==> config.mk <==
export PLATFORM = sky130hd
export DESIGN_NAME = cpu_control
export DESIGN_NICKNAME = d
export VERILOG_FILES = /design/src/rtl/ctrl_pkg.sv /design/src/rtl/instr_classifier.sv /design/src/rtl/step_sequencer.sv /design/src/rtl/control_matrix.sv /design/src/rtl/cpu_control.sv
export SDC_FILE = /design/constraint.sdc
export NUM_CORES = 1
export LEC_CHECK = 0
export ABC_AREA = 1
export BUFFER_PORTS_ARGS = -buffer_cell sky130_fd_sc_hd__buf_2
export CORE_MARGIN = 2
export CORE_UTILIZATION = 31
export DETAILED_ROUTE_END_ITERATION = 7
export GPL_TIMING_DRIVEN = 0
export PLACE_DENSITY = 0.72
export SYNTH_ARGS = -nofsm -noshare
export SYNTH_HDL_FRONTEND = slang
export SYNTH_SLANG_ARGS = --single-unit
==> constraint.sdc <==
create_clock -name clk_i -period 1.45 [get_ports clk_i]
set_input_delay 0.435 -clock clk_i [delete_from_list [all_inputs] [get_ports clk_i]]
set_output_delay 0.435 -clock clk_i [all_outputs]
set_load 0.03 [all_outputs]
==> src/rtl/ctrl_pkg.sv <==
package ctrl_pkg;

    // ------------------------------------------------------------
    // Widths
    // ------------------------------------------------------------
    localparam int XLEN       = 32;    // Instruction width
    localparam int OPC_W      = 7;     // Major opcode field
    localparam int CLS_W      = 4;
    localparam int STATE_W    = 4;
    localparam int PC_SEL_W   = 2;
    localparam int ADDR_SEL_W = 1;
    localparam int A_SEL_W    = 2;
    localparam int B_SEL_W    = 2;
    localparam int IMM_SEL_W  = 3;
    localparam int WD_SEL_W   = 2;

    // ------------------------------------------------------------
    // RV32I major opcodes, low "11" bits included
    // ------------------------------------------------------------
    localparam logic [OPC_W-1:0] OPC_OP     = 7'b0110011;  // R-type ALU
    localparam logic [OPC_W-1:0] OPC_OP_IMM = 7'b0010011;  // I-type ALU
    localparam logic [OPC_W-1:0] OPC_LOAD   = 7'b0000011;
    localparam logic [OPC_W-1:0] OPC_STORE  = 7'b0100011;
    localparam logic [OPC_W-1:0] OPC_BRANCH = 7'b1100011;
    localparam logic [OPC_W-1:0] OPC_JAL    = 7'b1101111;
    localparam logic [OPC_W-1:0] OPC_JALR   = 7'b1100111;
    localparam logic [OPC_W-1:0] OPC_LUI    = 7'b0110111;
    localparam logic [OPC_W-1:0] OPC_AUIPC  = 7'b0010111;

    // Instruction class seen by sequencer and matrix
    typedef enum logic [CLS_W-1:0] {
        CLS_ALU_REG, CLS_ALU_IMM, CLS_LOAD, CLS_STORE, CLS_BRANCH,
        CLS_JAL, CLS_JALR, CLS_LUI, CLS_AUIPC, CLS_ILLEGAL
    } instr_class_e;

    // Sequencer steps
    typedef enum logic [STATE_W-1:0] {
        ST_VECTOR1, ST_VECTOR2, ST_FETCH, ST_DECODE, ST_EXECUTE,
        ST_MEM_READ, ST_MEM_WRITE, ST_WRITE_BACK, ST_BUG_HALT
    } ctrl_state_e;

    // ------------------------------------------------------------
    // Datapath select encodings
    // ------------------------------------------------------------
    typedef enum logic [PC_SEL_W-1:0] {
        PC_ALU_OUT      = 2'b00,   // Registered ALU result
        PC_ALU_DIRECT   = 2'b01,   // Live ALU output
        PC_RESET_VECTOR = 2'b10    // Reset vector constant
    } pc_sel_e;

    typedef enum logic [ADDR_SEL_W-1:0] {
        ADDR_PC      = 1'b0,
        ADDR_ALU_OUT = 1'b1
    } addr_sel_e;

    typedef enum logic [A_SEL_W-1:0] {
        A_RS1  = 2'b00,
        A_PC   = 2'b01,
        A_ZERO = 2'b10
    } a_sel_e;

    typedef enum logic [B_SEL_W-1:0] {
        B_RS2  = 2'b00,
        B_IMM  = 2'b01,
        B_FOUR = 2'b10
    } b_sel_e;

    typedef enum logic [IMM_SEL_W-1:0] {
        IMM_I, IMM_S, IMM_B, IMM_U, IMM_J
    } imm_sel_e;

    typedef enum logic [WD_SEL_W-1:0] {
        WD_ALU_OUT  = 2'b00,
        WD_MEM      = 2'b01,
        WD_JAL_LINK = 2'b10,       // Return address from JAL register
        WD_IMM      = 2'b11        // LUI immediate
    } wd_sel_e;

endpackage

==> src/rtl/instr_classifier.sv <==
`timescale 1ns/100ps

module instr_classifier (
    input  logic [ctrl_pkg::XLEN-1:0] ir_i,       // IR contents
    output ctrl_pkg::instr_class_e    cls_o,      // Instruction class
    output ctrl_pkg::imm_sel_e        imm_sel_o   // Immediate format
);

    import ctrl_pkg::*;

    // ------------------------------------------------------------
    // Opcode field
    // ------------------------------------------------------------
    logic [OPC_W-1:0] opcode;

    // Full seven bits are compared, so a bad low pair is illegal too
    assign opcode = ir_i[OPC_W-1:0];

    // ------------------------------------------------------------
    // Class and immediate format lookup
    // ------------------------------------------------------------
    always_comb begin
        // Unmatched opcode
        cls_o     = CLS_ILLEGAL;
        imm_sel_o = IMM_I;

        case (opcode)
            OPC_OP: begin
                cls_o     = CLS_ALU_REG;
                imm_sel_o = IMM_I;      // No immediate, format unused
            end
            OPC_OP_IMM: begin
                cls_o     = CLS_ALU_IMM;
                imm_sel_o = IMM_I;
            end
            OPC_LOAD: begin
                cls_o     = CLS_LOAD;
                imm_sel_o = IMM_I;      // Address offset
            end
            OPC_STORE: begin
                cls_o     = CLS_STORE;
                imm_sel_o = IMM_S;      // Split offset
            end
            OPC_BRANCH: begin
                cls_o     = CLS_BRANCH;
                imm_sel_o = IMM_B;
            end
            OPC_JAL: begin
                cls_o     = CLS_JAL;
                imm_sel_o = IMM_J;
            end
            OPC_JALR: begin
                cls_o     = CLS_JALR;
                imm_sel_o = IMM_I;      // rs1 relative target
            end
            OPC_LUI: begin
                cls_o     = CLS_LUI;
                imm_sel_o = IMM_U;
            end
            OPC_AUIPC: begin
                cls_o     = CLS_AUIPC;
                imm_sel_o = IMM_U;      // PC relative upper
            end
            default: begin
                cls_o     = CLS_ILLEGAL;
                imm_sel_o = IMM_I;
            end
        endcase
    end

endmodule

==> src/rtl/step_sequencer.sv <==
`timescale 1ns/100ps

module step_sequencer (
    input  logic                   clk_i,
    input  logic                   resetComplete,   // Sync reset, active high
    input  logic                   mem_busy_i,      // Memory not ready
    input  ctrl_pkg::instr_class_e cls_i,           // Class of the IR word
    output ctrl_pkg::ctrl_state_e  state_o          // Current step
);

    import ctrl_pkg::*;

    ctrl_state_e state;
    ctrl_state_e next_state;

    // ------------------------------------------------------------
    // Step register
    // ------------------------------------------------------------
    always_ff @(posedge clk_i) begin
        if (resetComplete) begin
            state <= ST_VECTOR1;    // Held here for the whole reset
        end else begin
            state <= next_state;
        end
    end

    assign state_o = state;

    // ------------------------------------------------------------
    // Next-step logic
    // ------------------------------------------------------------
    always_comb begin
        next_state = state;

        case (state)
            // Two-step reset vector sequence
            ST_VECTOR1:
                next_state = ST_VECTOR2;        // PC loaded with vector
            ST_VECTOR2:
                next_state = ST_FETCH;

            ST_FETCH: begin
                if (mem_busy_i) begin
                    next_state = ST_FETCH;      // Wait for the word
                end else begin
                    next_state = ST_DECODE;     // IR loads this cycle
                end
            end

            ST_DECODE: begin
                // IR valid now, class is stable
                if (cls_i == CLS_ILLEGAL) begin
                    next_state = ST_BUG_HALT;
                end else begin
                    next_state = ST_EXECUTE;
                end
            end

            ST_EXECUTE: begin
                case (cls_i)
                    CLS_LOAD:   next_state = ST_MEM_READ;
                    CLS_STORE:  next_state = ST_MEM_WRITE;
                    CLS_BRANCH: next_state = ST_FETCH;     // PC already updated
                    CLS_ALU_REG, CLS_ALU_IMM, CLS_LUI, CLS_AUIPC,
                    CLS_JAL, CLS_JALR:
                        next_state = ST_WRITE_BACK;
                    default:    next_state = ST_BUG_HALT;  // Not reachable past decode
                endcase
            end

            // Memory steps stretch under back-pressure
            ST_MEM_READ: begin
                if (!mem_busy_i) begin
                    next_state = ST_WRITE_BACK;
                end
            end

            ST_MEM_WRITE: begin
                if (!mem_busy_i) begin
                    next_state = ST_FETCH;
                end
            end

            ST_WRITE_BACK:
                next_state = ST_FETCH;

            // Sticky, only reset leaves
            ST_BUG_HALT:
                next_state = ST_BUG_HALT;

            default:
                next_state = ST_VECTOR1;        // Undefined encoding recovers
        endcase
    end

endmodule

==> src/rtl/control_matrix.sv <==
`timescale 1ns/100ps

module control_matrix (
    input  ctrl_pkg::ctrl_state_e  state_i,
    input  ctrl_pkg::instr_class_e cls_i,
    input  ctrl_pkg::imm_sel_e     imm_sel_i,
    input  logic                   mem_busy_i,
    input  logic                   branch_taken_i,  // Sampled in execute
    output logic                   ir_ld_o,         // IR load, active low
    output logic                   pc_ld_o,         // PC load, active low
    output logic                   mem_wr_o,        // Memory write, active low
    output logic                   mem_rd_o,        // Memory read, active low
    output logic                   rg_wr_o,         // Register file write, active low
    output logic                   alu_ld_o,        // ALU out register load, active low
    output logic                   jal_ld_o,        // Link register load, active low
    output logic                   ready_o,
    output logic                   halt_o,
    output ctrl_pkg::pc_sel_e      pc_src_o,
    output ctrl_pkg::addr_sel_e    addr_src_o,
    output ctrl_pkg::a_sel_e       a_src_o,
    output ctrl_pkg::b_sel_e       b_src_o,
    output ctrl_pkg::imm_sel_e     imm_src_o,
    output ctrl_pkg::wd_sel_e      wd_src_o
);

    import ctrl_pkg::*;

    always_comb begin
        // ------------------------------------------------------------
        // Inactive defaults
        // ------------------------------------------------------------
        ir_ld_o    = 1'b1;
        pc_ld_o    = 1'b1;
        mem_wr_o   = 1'b1;
        mem_rd_o   = 1'b0;          // Read enabled unless told otherwise
        rg_wr_o    = 1'b1;
        alu_ld_o   = 1'b1;
        jal_ld_o   = 1'b1;
        ready_o    = 1'b1;
        halt_o     = 1'b0;
        pc_src_o   = PC_ALU_OUT;
        addr_src_o = ADDR_PC;
        a_src_o    = A_RS1;
        b_src_o    = B_RS2;
        imm_src_o  = IMM_I;
        wd_src_o   = WD_ALU_OUT;

        case (state_i)
            ST_VECTOR1: begin
                pc_ld_o  = 1'b0;            // Load reset vector into PC
                pc_src_o = PC_RESET_VECTOR;
                ready_o  = 1'b0;
            end
            ST_VECTOR2: ;                   // Vector in PC, ready rises
            ST_FETCH: begin
                if (!mem_busy_i) begin
                    ir_ld_o = 1'b0;         // Word on the bus
                end
            end
            ST_DECODE: ;
            ST_EXECUTE: begin
                alu_ld_o = 1'b0;
                b_src_o  = B_IMM;           // All but ALU_REG use the immediate
                case (cls_i)
                    CLS_ALU_REG: b_src_o = B_RS2;
                    CLS_JALR:    jal_ld_o = 1'b0;     // Keep link value
                    CLS_JAL: begin
                        a_src_o  = A_PC;
                        jal_ld_o = 1'b0;
                    end
                    CLS_AUIPC:   a_src_o = A_PC;
                    CLS_LUI:     a_src_o = A_ZERO;
                    CLS_BRANCH: begin
                        a_src_o  = A_PC;              // Target is PC + imm
                        pc_ld_o  = !branch_taken_i;
                        pc_src_o = PC_ALU_DIRECT;
                    end
                    default: ;                        // RS1 + IMM
                endcase
            end
            ST_MEM_READ:
                addr_src_o = ADDR_ALU_OUT;            // Effective address
            ST_MEM_WRITE: begin
                addr_src_o = ADDR_ALU_OUT;
                mem_wr_o   = 1'b0;                    // Held until not busy
                mem_rd_o   = 1'b1;
            end
            ST_WRITE_BACK: begin
                rg_wr_o = 1'b0;
                pc_ld_o = 1'b0;
                case (cls_i)
                    CLS_LOAD:   wd_src_o = WD_MEM;
                    CLS_LUI:    wd_src_o = WD_IMM;
                    CLS_JAL, CLS_JALR: begin
                        wd_src_o = WD_JAL_LINK;
                        pc_src_o = PC_ALU_DIRECT;     // Jump target
                    end
                    default: ;
                endcase
            end
            ST_BUG_HALT: begin
                halt_o   = 1'b1;
                ready_o  = 1'b0;
                mem_rd_o = 1'b1;                      // Bus quiet
            end
            default: ready_o = 1'b0;
        endcase

        // Immediate format from decode through write-back
        if (state_i inside {ST_DECODE, ST_EXECUTE, ST_MEM_READ,
                            ST_MEM_WRITE, ST_WRITE_BACK}) begin
            imm_src_o = imm_sel_i;
        end
    end

endmodule

==> src/rtl/cpu_control.sv <==
`timescale 1ns/100ps

module cpu_control (
    input  logic                      clk_i,
    input  logic                      resetComplete,
    input  logic                      mem_busy_i,
    input  logic                      branch_taken_i,
    input  logic [ctrl_pkg::XLEN-1:0] ir_i,
    output logic                      ir_ld_o,
    output logic                      pc_ld_o,
    output logic                      mem_wr_o,
    output logic                      mem_rd_o,
    output logic                      rg_wr_o,
    output logic                      alu_ld_o,
    output logic                      jal_ld_o,
    output logic                      ready_o,
    output logic                      halt_o,
    output ctrl_pkg::pc_sel_e         pc_src_o,
    output ctrl_pkg::addr_sel_e       addr_src_o,
    output ctrl_pkg::a_sel_e          a_src_o,
    output ctrl_pkg::b_sel_e          b_src_o,
    output ctrl_pkg::imm_sel_e        imm_src_o,
    output ctrl_pkg::wd_sel_e         wd_src_o
);

    import ctrl_pkg::*;

    instr_class_e cls;          // Classifier to sequencer and matrix
    imm_sel_e     imm_sel;
    ctrl_state_e  state;        // Current step

    instr_classifier instr_classifier_inst (
        .ir_i      (ir_i),
        .cls_o     (cls),
        .imm_sel_o (imm_sel)
    );

    step_sequencer step_sequencer_inst (
        .clk_i         (clk_i),
        .resetComplete (resetComplete),
        .mem_busy_i    (mem_busy_i),
        .cls_i         (cls),
        .state_o       (state)
    );

    control_matrix control_matrix_inst (
        .state_i        (state),
        .cls_i          (cls),
        .imm_sel_i      (imm_sel),
        .mem_busy_i     (mem_busy_i),
        .branch_taken_i (branch_taken_i),
        .ir_ld_o        (ir_ld_o),
        .pc_ld_o        (pc_ld_o),
        .mem_wr_o       (mem_wr_o),
        .mem_rd_o       (mem_rd_o),
        .rg_wr_o        (rg_wr_o),
        .alu_ld_o       (alu_ld_o),
        .jal_ld_o       (jal_ld_o),
        .ready_o        (ready_o),
        .halt_o         (halt_o),
        .pc_src_o       (pc_src_o),
        .addr_src_o     (addr_src_o),
        .a_src_o        (a_src_o),
        .b_src_o        (b_src_o),
        .imm_src_o      (imm_src_o),
        .wd_src_o       (wd_src_o)
    );

endmodule

==> flow_summary.yaml, run 1 <==
timing:
  min_period_ns: 1.899
  setup_slack_ns: -0.4487
  rsz0062_at_grt: "yes"
  setup_violations: 24
  skew_ns: 0.0007976
  hold_viol: 0
  finalCritPeriodShare: 1.309
  setup_tns_ns: -6.789
  drv_slew: 0
  fmax_ghz: 0.5267
setup_path:
  cp_num_buf_inv: 2
  crit_type: "reg -> out"
  crit_chain: "nand2_4 > nor2_4 > clkinvlp_4 > a31oi_4 > buf_6"
  start_kind: "register"
  cp-end-kind: "primary output"
  required_ns: 1.02
  cp_data_arrival_time_ns: 1.46
  slowest_stage: "dfxtp_4"
  rr_worst_depth: 12
  path_max_fanout: 5
  slowest_delay_ns: 0.40
  reg2reg_from: "step_sequencer_inst.state_o[3]"
  crit_family: "flip-flops"
  reg2reg_slack_ns: -0.05
  r2r-end: "step_sequencer_inst.state_o[2]"
yosys:
  synth_warnings: 0
  syn_nets: 147
  netlist_area_um2: 570.5
  yosys.area.top_type: "inv_1"
  synth_edf_count: 0
  avgSynthCellArea_um2: 5.140
  ys.flop_type: "dfxtp_1"
  yosysMostFrequentCell: "inv_1"
  syn_inst: 111
  synth_cell_types: 22
  synth_top_area_share: 0.1711
  yosysSeqAreaShare: 0.1404
  synth.area.top_cells: "inv_1 17%, nand2_1 16%, dfxtp_1 14%"
  ys_ff_latch: 4
  synthTopCellsByCount: "26 x inv_1, 24 x nand2_1, 20 x nor2_1, 6 x a21oi_1"
  async_reset_ff_frac: 0
global_routing:
  grtUsageTotal: 0.2492
  grt_pass1_vias: 950
  grt_pass1_wl_um: 3981
  antenna_found_initial: 0
  grt_max_degree: 8
  global_route.overflow_total: 0
run_status:
  failed_checks: "negative setup slack"
  run_status: "finished, violations left"
min_path:
  hold_class: "in -> reg"
  min_path_cells: 2
  whs_endpoint: "step_sequencer_inst.state_o[1]"
  worstHoldStart: "resetComplete"
detailed_routing:
  ant_nets: 0
  drt_wl_total_um: 3197
  via_per_inst: 5.025
  first_pass_iters: 4
  drc: 0
  drt_iter0_drc: 25
  avgRoutedWirePerCell_um: 16.07
  via_count: 1000
clocking:
  clock-sinks: 4
  numCtsBuffers: 3
  cts.clk_slew.worst_paths_ns: 0.04
  insertion_delay_ns: 0.23
  htree_num_levels: 1
  clockBufferDepth: 2
  cts-root-buf: "clkbuf_4"
  cts_tree: "done"
placement:
  gp_congestion: 0.7988
  dp_hpwl_um: 1363
  place.port_buffers: 30
  pre_cts_ws_ns: -0.5366
floorplanning:
  io-pin-count: 57
  die_x_um: 46.90
  coreArea_um2: 1727
  rows: 15
  start_util: 0.3304
  die-area_um2: 2200
  die_h_um: 46.90
finish:
  largest_reg_flops: 4
  finalNetCount: 212
  fillers: 82
  area_growth_pct: 165.1
  drive_above_1_share: 0.8333
  n_antenna_cell: 0
power_and_ir_drop:
  power_density_nw_per_um2: 579.5
  peakVddDrop_uv: 331.6
  p_leak_nw: 0.7111
run:
  cap_violations: 0
worst max-delay path by stage:
stage / from / end / slack (ns) / depth (start not counted)
final: step_sequencer_inst.state_o[2] / b_src_o[0] / -0.45 / 5
after global routing: step_sequencer_inst.state_o[2] / b_src_o[0] / -0.48 / 5
after CTS: step_sequencer_inst.state_o[1] / b_src_o[0] / -0.37 / 6
after detailed placement: ir_i[4] / wd_src_o[0] / -0.54 / 8
after global placement: ir_i[4] / wd_src_o[0] / -0.52 / 8
after floorplan: step_sequencer_inst.state_o[3] / b_src_o[0] / -0.28 / 5
layout make-up:
cell class | instances | area, um2 | share of cell area
inverter | 27 | 113.9 | 0.07527
timing repair buffer | 60 | 548.0 | 0.3623
clock buffer | 3 | 22.52 | 0.01489
buffer | 1 | 7.507 | 0.004963
sequential | 4 | 95.09 | 0.06286
multi-input combinational | 79 | 694.4 | 0.4591
tap | 25 | 31.28 | 0.02068
worst register-to-register path, cell delays in order, from the launching register on:
cell and delay, ns:
dfxtp_4 0.35, buf_12 0.13, nor2_4 0.14, inv_4 0.06, nor2_4 0.12, buf_4 0.12, buf_4 0.11, inv_1 0.05
nor2_2 0.11, nor2_1 0.06, nand3_1 0.08, nand2_1 0.05, inv_1 0.05
metrics by stage:
stage | utilization | area, um2 | cells | total power [W] | hold slack [ns]
global placement | 0.5174 | 893.4 | 166 | 0.0004605 | 0.6252
floorplan | - | 711.9 | 111 | 0.0003854 | 0.4974
finish | 0.8761 | 1513 | 199 | 0.0008767 | 0.3977
detailed placement | 0.5174 | 893.4 | 166 | 0.0004660 | 0.6265
CTS | 0.7341 | 1267 | 186 | 0.0007375 | 0.3738
global route | 0.8761 | 1513 | 199 | 0.0009190 | 0.4008
power breakdown:
group          leakage (nW)  total, W  internal, W  switching (W)
clock                0.0138  0.000137    0.0000925      0.0000448
combinational         0.662  0.000588     0.000265       0.000323
sequential           0.0356  0.000152     0.000129      0.0000230
repair_timing:
| item | 4_1_cts | 5_1_grt |
|---|---|---|
| pin swaps | 22 | 29 |
| gates resized for setup | 76 | 42 |
| setup buffers | 17 | 13 |
| setup endpoints to repair | 20 | 24 |
| endpoints found under the hold margin | 0 | 0 |
| hold buffers | 0 | 0 |
cells in the final DEF, fill, tap and decap left out:
| cell type | netlist | final |
|---|---|---|
| nand2_4 | 0 | 9 |
| nand4_1 | 1 | 1 |
| a21oi_1 | 6 | 1 |
| inv_1 | 26 | 6 |
| buf_4 | 1 | 25 |
| o21ai_4 | 0 | 1 |
| nor3_4 | 0 | 1 |
| nor3_1 | 3 | 1 |
| nand2_1 | 24 | 10 |
| buf_12 | 0 | 1 |
| o21ai_1 | 0 | 1 |
| nor2_2 | 1 | 4 |
| buf_6 | 0 | 26 |
| clkbuf_4 | 0 | 3 |
| nor3_2 | 0 | 1 |
| inv_2 | 1 | 17 |
| nand3_2 | 1 | 3 |
| a21oi_2 | 1 | 3 |
| o211ai_1 | 1 | 1 |
| buf_8 | 0 | 1 |
| nand3_4 | 0 | 1 |
| o31ai_4 | 0 | 1 |
| a21oi_4 | 0 | 3 |
| buf_2 | 0 | 8 |
| a31oi_4 | 0 | 1 |
| nand3_1 | 5 | 2 |
| nor2_1 | 20 | 4 |
| nor3b_1 | 1 | 1 |
| inv_4 | 0 | 2 |
| dfxtp_4 | 0 | 4 |
| nor2_4 | 2 | 15 |
| clkinvlp_4 | 0 | 2 |
| o21ai_2 | 1 | 3 |
| conb_1 | 1 | 1 |
| nand2_2 | 5 | 10 |
logic make-up (layout without fill, tap and decap cells):
| logic type | after synthesis | in the layout | synth area share |
|---|---|---|---|
| compound gates | 15 | 15 | 0.1557 |
| buf+inv | 28 | 91 | 0.1908 |
| other cells | 1 | 1 | 0.006573 |
| flops | 4 | 4 | 0.1404 |
| simple gates | 63 | 63 | 0.5066 |
layer usage:
metal | vias up | global-route usage | part of all wire
met1 | 470 | 0.2759 | 0.39
met2 | 43 | 0.4932 | 0.53
met5 | - | 0 | 0
li1 | 469 | - | -
met4 | 0 | 0.07222 | 0.035
met3 | 18 | 0.02308 | 0.037
No activity file was read; power rests on OpenSTA's default activity.
==> run 2: changes to the inputs <==
- ABC_AREA: 1 -> 0
- CORE_MARGIN: 2 -> unset
- CORE_UTILIZATION: 31 -> 33
- PLACE_DENSITY: 0.72 -> 0.73
- REMOVE_ABC_BUFFERS: unset -> 1
==> flow_summary.yaml, run 2 <==
power_and_ir_drop:
  p_leak_nw: 0.5654
  peakVddDrop_uv: 378.4
  seq_power_share: 0.188
  internal-power_w: 0.0004383
  swShare: 0.4122
  power_density_nw_per_um2: 558.4
  clkPwrFrac: 0.179
  p_comb_frac: 0.632
  netSwitchingPower_w: 0.0003073
timing:
  drv_slew: 0
  setup_violations: 24
  min_period_ns: 2.017
  hold_viol: 0
  finalCritPeriodShare: 1.391
  skew_ns: 0.0003679
  fmax_ghz: 0.4958
  setup_slack_ns: -0.5668
  holdWs_ns: 0.4236
  setup_tns_ns: -8.655
  rsz0062_at_grt: "yes"
clocking:
  numCtsBuffers: 3
  cts_tree: "done"
  clock-sinks: 4
  insertion_delay_ns: 0.23
  cts-root-buf: "clkbuf_4"
  clockBufferDepth: 2
  postCtsHoldBufs: 0
  cts.clk_slew.worst_paths_ns: 0.04
  htree_num_levels: 1
floorplanning:
  coreArea_um2: 1745
  io-pin-count: 57
  die_x_um: 45.50
  start_util: 0.3577
  die_h_um: 45.50
  die-area_um2: 2070
  rows: 15
setup_path:
  path_max_fanout: 5
  required_ns: 1.02
  rr_worst_depth: 5
  cp.depth: 4
  slowest_delay_ns: 0.58
  crit_family: "simple AND/OR/NAND/NOR gates"
  start_kind: "register"
  cp_data_arrival_time_ns: 1.58
  slowest_stage: "or4b_4"
  cp-end-kind: "primary output"
  cp_num_buf_inv: 1
  crit_type: "reg -> out"
  crit_chain: "or4b_4 > nor2_4 > and3_4 > buf_6"
run:
  cap_violations: 0
finish:
  final_cell_mix: "27 x buf_4, 20 x buf_6, 6 x nor2_1, 6 x buf_2"
  area_growth_pct: 113.8
  multi_input_area_um2: 653.1
  n_antenna_cell: 0
  finalNetCount: 183
  largest_reg_flops: 4
  drive_above_1_share: 0.6414
  seq_area_um2: 95.09
  fillers: 110
  layout_commonest_cell: "buf_4"
  fin_area_um2: 1335
detailed_routing:
  avgRoutedWirePerCell_um: 18.15
  drc: 0
  ant_nets: 0
  drt_wl_total_um: 3085
  first_pass_iters: 6
  via_count: 1045
  via_per_inst: 6.147
  drt_iter0_drc: 76
placement:
  placed_cell_area_um2: 757.0
  gp_congestion: 0.8064
  place.port_buffers: 30
  pre_cts_ws_ns: -0.6650
  dp_hpwl_um: 1287
yosys:
  synth_warnings: 0
  syn_inst: 96
  synthTopCellsByCount: "8 x nor2_1, 7 x clkbuf_1, 7 x nand2_1, 6 x nor2b_1"
  synth.area.top_cells: "dfxtp_1 13%, nor2b_1 6.0%, nor4_1 5.0%"
  ys.flop_type: "dfxtp_1"
  async_reset_ff_frac: 0
  synth_top_area_share: 0.1283
  synth_edf_count: 0
  avgSynthCellArea_um2: 6.504
  yosys.area.top_type: "dfxtp_1"
  netlist_area_um2: 624.3
  yosysSeqAreaShare: 0.1283
  yosysMostFrequentCell: "nor2_1"
  ys_ff_latch: 4
  synth_cell_types: 42
global_routing:
  grt_pass1_wl_um: 4788
  antenna_found_initial: 0
  grt_pass1_vias: 953
  global_route.overflow_total: 0
  grtUsageTotal: 0.3265
  grt_max_degree: 12
min_path:
  hold_class: "in -> reg"
  min_path_cells: 2
run_status:
  failed_checks: "negative setup slack"
  run_status: "finished, violations left"
-- run 2: cell count changes after synthesis, moves of 3 or more --
cell      delta
nand2_2      -5
nand2_1     -17
nor4_1       +5
clkbuf_1     +7
inv_1       -22
nor2_1      -12
nand3b_1     +4
buf_2        +3
nor2b_1      +6
-- run 2: kinds of logic after synthesis --
kind of cell | after synthesis | share of synthesized area
flip-flops | 4 | 0.1283
multiplexers | 1 | 0.01603
AND/OR/NAND/NOR | 51 | 0.4690
AO/OA/AOI/OAI | 24 | 0.2786
other | 1 | 0.006006
buffers and inverters | 15 | 0.1022
-- run 2: metrics by stage --
step	utilization	instances	power [W]
6_report	0.7649	170	0.0007455
3_3_place_gp	0.4337	140	0.0003678
2_1_floorplan	-	85	0.0002969
5_1_grt	0.7649	170	0.0007754
4_1_cts	0.7341	171	0.0006735
3_5_place_dp	0.4337	140	0.0003714
-- run 2: per-layer routing --
layer	share of wire	track usage
met1	0.39	0.4595
met2	0.47	0.4743
met3	0.11	0.07143
met4	0.029	0.1333
met5	0	0
-- run 2: worst reg2reg max path, stage by stage (launching register included) --
cell and delay [ns]:
dfxtp_4 0.36, or4b_4 0.58, buf_4 0.17, o31a_1 0.09, a31o_1 0.20, a21oi_2 0.11
-- run 2: cell type report --
type	instances	share of cell area
Clock buffer	3	0.01687
Inverter	4	0.01125
Multi-Input combinational cell	77	0.4892
Sequential cell	4	0.07123
Tap cell	25	0.02343
Timing Repair Buffer	57	0.3880
-- run 2: final timing paths --
path                                   from                        endpoint  slack (ns)
max          step_sequencer_inst.state_o[0]                      a_src_o[0]       -0.57
max reg2reg  step_sequencer_inst.state_o[0]  step_sequencer_inst.state_o[3]       -0.13
min                           resetComplete  step_sequencer_inst.state_o[3]        0.42
min reg2reg  step_sequencer_inst.state_o[3]  step_sequencer_inst.state_o[0]        0.73
-- run 2: power by group through the flow --
stage	clock (W)	sequential [W]	combinational [W]
after floorplan	0	0.000144	0.000153
after global placement	0	0.000151	0.000217
after detailed placement	0	0.000152	0.000219
after CTS	0.000137	0.000136	0.000400
after global routing	0.000137	0.000142	0.000496
final	0.000134	0.000141	0.000471
-- run 2: what timing repair did --
| item | CTS | global route |
|---|---|---|
| setup buffers | 30 | 4 |
| gates resized for setup | 83 | 15 |
| pin swaps | 18 | 12 |
| endpoints found under the setup margin | 24 | 24 |
==> run 3: changes to the inputs <==
==> constraint.sdc (replaced) <==
create_clock -name clk_i -period 1.45 [get_ports clk_i]
set_input_delay 0.145 -clock clk_i [delete_from_list [all_inputs] [get_ports clk_i]]
set_output_delay 0.145 -clock clk_i [all_outputs]
set_load 0.03 [all_outputs]
==> flow_summary.yaml, run 3 (synthesis gave the netlist of run 2 again) <==
min_path:
  hold_class: "in -> reg"
  min_path_cells: 2
  worstHoldStart: "resetComplete"
  whs_endpoint: "step_sequencer_inst.state_o[3]"
floorplanning:
  coreArea_um2: 1745
  die-area_um2: 2070
  start_util: 0.3577
  die_h_um: 45.50
  io-pin-count: 57
  rows: 15
  die_x_um: 45.50
detailed_routing:
  drc: 0
  wl_met1_um: 993
  via_per_inst: 5.870
  wl_met3_um: 268
  drt_wl_total_um: 2632
  avgRoutedWirePerCell_um: 16.25
  drt_iter0_drc: 57
  dr_wl_met2_um: 1314
  via_count: 951
  first_pass_iters: 5
  ant_nets: 0
  top_layer: "met4"
power_and_ir_drop:
  clkPwrFrac: 0.197
  netSwitchingPower_w: 0.0002859
  p_leak_nw: 0.4784
  p_comb_frac: 0.599
  peakVddDrop_uv: 365.4
  power_density_nw_per_um2: 605.4
  internal-power_w: 0.0003936
  seq_power_share: 0.204
  swShare: 0.4208
  finalPower_w: 0.0006795
finish:
  drive_above_1_share: 0.5693
  largest_reg_flops: 4
  n_antenna_cell: 0
  finalNetCount: 175
  final_cell_mix: "27 x buf_4, 12 x buf_2, 9 x buf_6"
  fin_cells: 162
  layout_commonest_cell: "buf_4"
  area_growth_pct: 79.76
timing:
  fmax_ghz: 0.5688
  finalCritPeriodShare: 1.212
  min_period_ns: 1.758
  setup_tns_ns: -2.905
  rsz0062_at_grt: "yes"
  skew_ns: 0.002937
  hold_viol: 0
  drv_slew: 0
  holdWs_ns: 0.1266
  setup_slack_ns: -0.3081
  setup_violations: 21
setup_path:
  r2r-end: "step_sequencer_inst.state_o[3]"
  cp-end-kind: "primary output"
  rr_worst_depth: 5
  crit_type: "reg -> out"
  crit_chain: "nor2b_2 > or4b_2 > buf_4"
  start_kind: "register"
  reg2reg_slack_ns: -0.14
  required_ns: 1.31
  slowest_stage: "or4b_2"
  cp_data_arrival_time_ns: 1.61
  reg2reg_from: "step_sequencer_inst.state_o[0]"
  path_max_fanout: 4
  slowest_delay_ns: 0.63
run_status:
  failed_checks: "negative setup slack"
  run_status: "finished, violations left"
clocking:
  clockBufferDepth: 2
  insertion_delay_ns: 0.23
  postCtsHoldBufs: 0
  clock-sinks: 4
  htree_num_levels: 1
  numCtsBuffers: 3
  cts.clk_slew.worst_paths_ns: 0.04
  cts-root-buf: "clkbuf_4"
  cts_tree: "done"
global_routing:
  grt_pass1_wl_um: 3436
  grt_max_degree: 12
  antenna_found_initial: 0
  grtUsageTotal: 0.2347
  grt_pass1_vias: 782
  global_route.overflow_total: 0
placement:
  dp_hpwl_um: 1287
  place.port_buffers: 30
  gp_congestion: 0.8064
  dp.cells: 140
run:
  cap_violations: 0
==> run 3: cell count changes in the layout (fill, tap and decap cells not counted), sizes merged <==
cell	previous run	this run
buf	57	49
==> run 3: how the worst max path moves through the flow <==
stage	from	cells after the start	end	slack, ns
CTS	step_sequencer_inst.state_o[1]	4	a_src_o[0]	-0.28
finish	step_sequencer_inst.state_o[1]	3	ir_ld_o	-0.31
global placement	step_sequencer_inst.state_o[2]	4	wd_src_o[1]	-0.33
floorplan	step_sequencer_inst.state_o[2]	3	wd_src_o[1]	-0.93
global route	step_sequencer_inst.state_o[1]	3	ir_ld_o	-0.32
detailed placement	step_sequencer_inst.state_o[2]	4	wd_src_o[1]	-0.38
==> run 3: final cells by class <==
class,instances,area (um2)
timing repair buffer,49,379.1
inverter,4,15.01
tap,25,31.28
sequential,4,95.09
multi-input combinational,77,579.3
fill,142,623.1
clock buffer,3,22.52
==> run 3: stage by stage <==
step | utilization | instance area (um2) | setup WS [ns]
after floorplan | - | 575.6 | -0.9329
after global placement | 0.4337 | 757.0 | -0.3289
after detailed placement | 0.4337 | 757.0 | -0.3750
after CTS | 0.6108 | 1066 | -0.2779
after global routing | 0.6430 | 1122 | -0.3211
final | 0.6430 | 1122 | -0.3081
==> run 3: power groups by stage <==
stage                     combinational (W)  sequential (W)  clock (W)
after floorplan                    0.000153        0.000144          0
after global placement             0.000217        0.000151          0
after detailed placement           0.000219        0.000152          0
after CTS                          0.000351        0.000136   0.000137
after global routing               0.000423        0.000140   0.000144
final                              0.000407        0.000138   0.000134
==> run 3: timing repair <==
| action | in CTS | in global routing |
|---|---|---|
| setup buffers | 17 | 2 |
| endpoints found under the setup margin | 22 | 23 |
| gates cloned | 0 | 0 |
| pin swaps | 8 | 7 |
| gates resized for setup | 49 | 14 |
==> run 3: critical path: cells and delay by family, from the launching register on <==
kind / cells / cell delay, ns
buf+inv: 1 / 0.20
flops: 1 / 0.36
simple gates: 2 / 0.83
==> run 3: routing by layer <==
| metal | vias up | track usage |
|---|---|---|
| met5 | - | 0 |
| met4 | 0 | 0.1212 |
| met3 | 6 | 0.03571 |
| met2 | 68 | 0.3771 |
| met1 | 437 | 0.2993 |
| li1 | 440 | - |
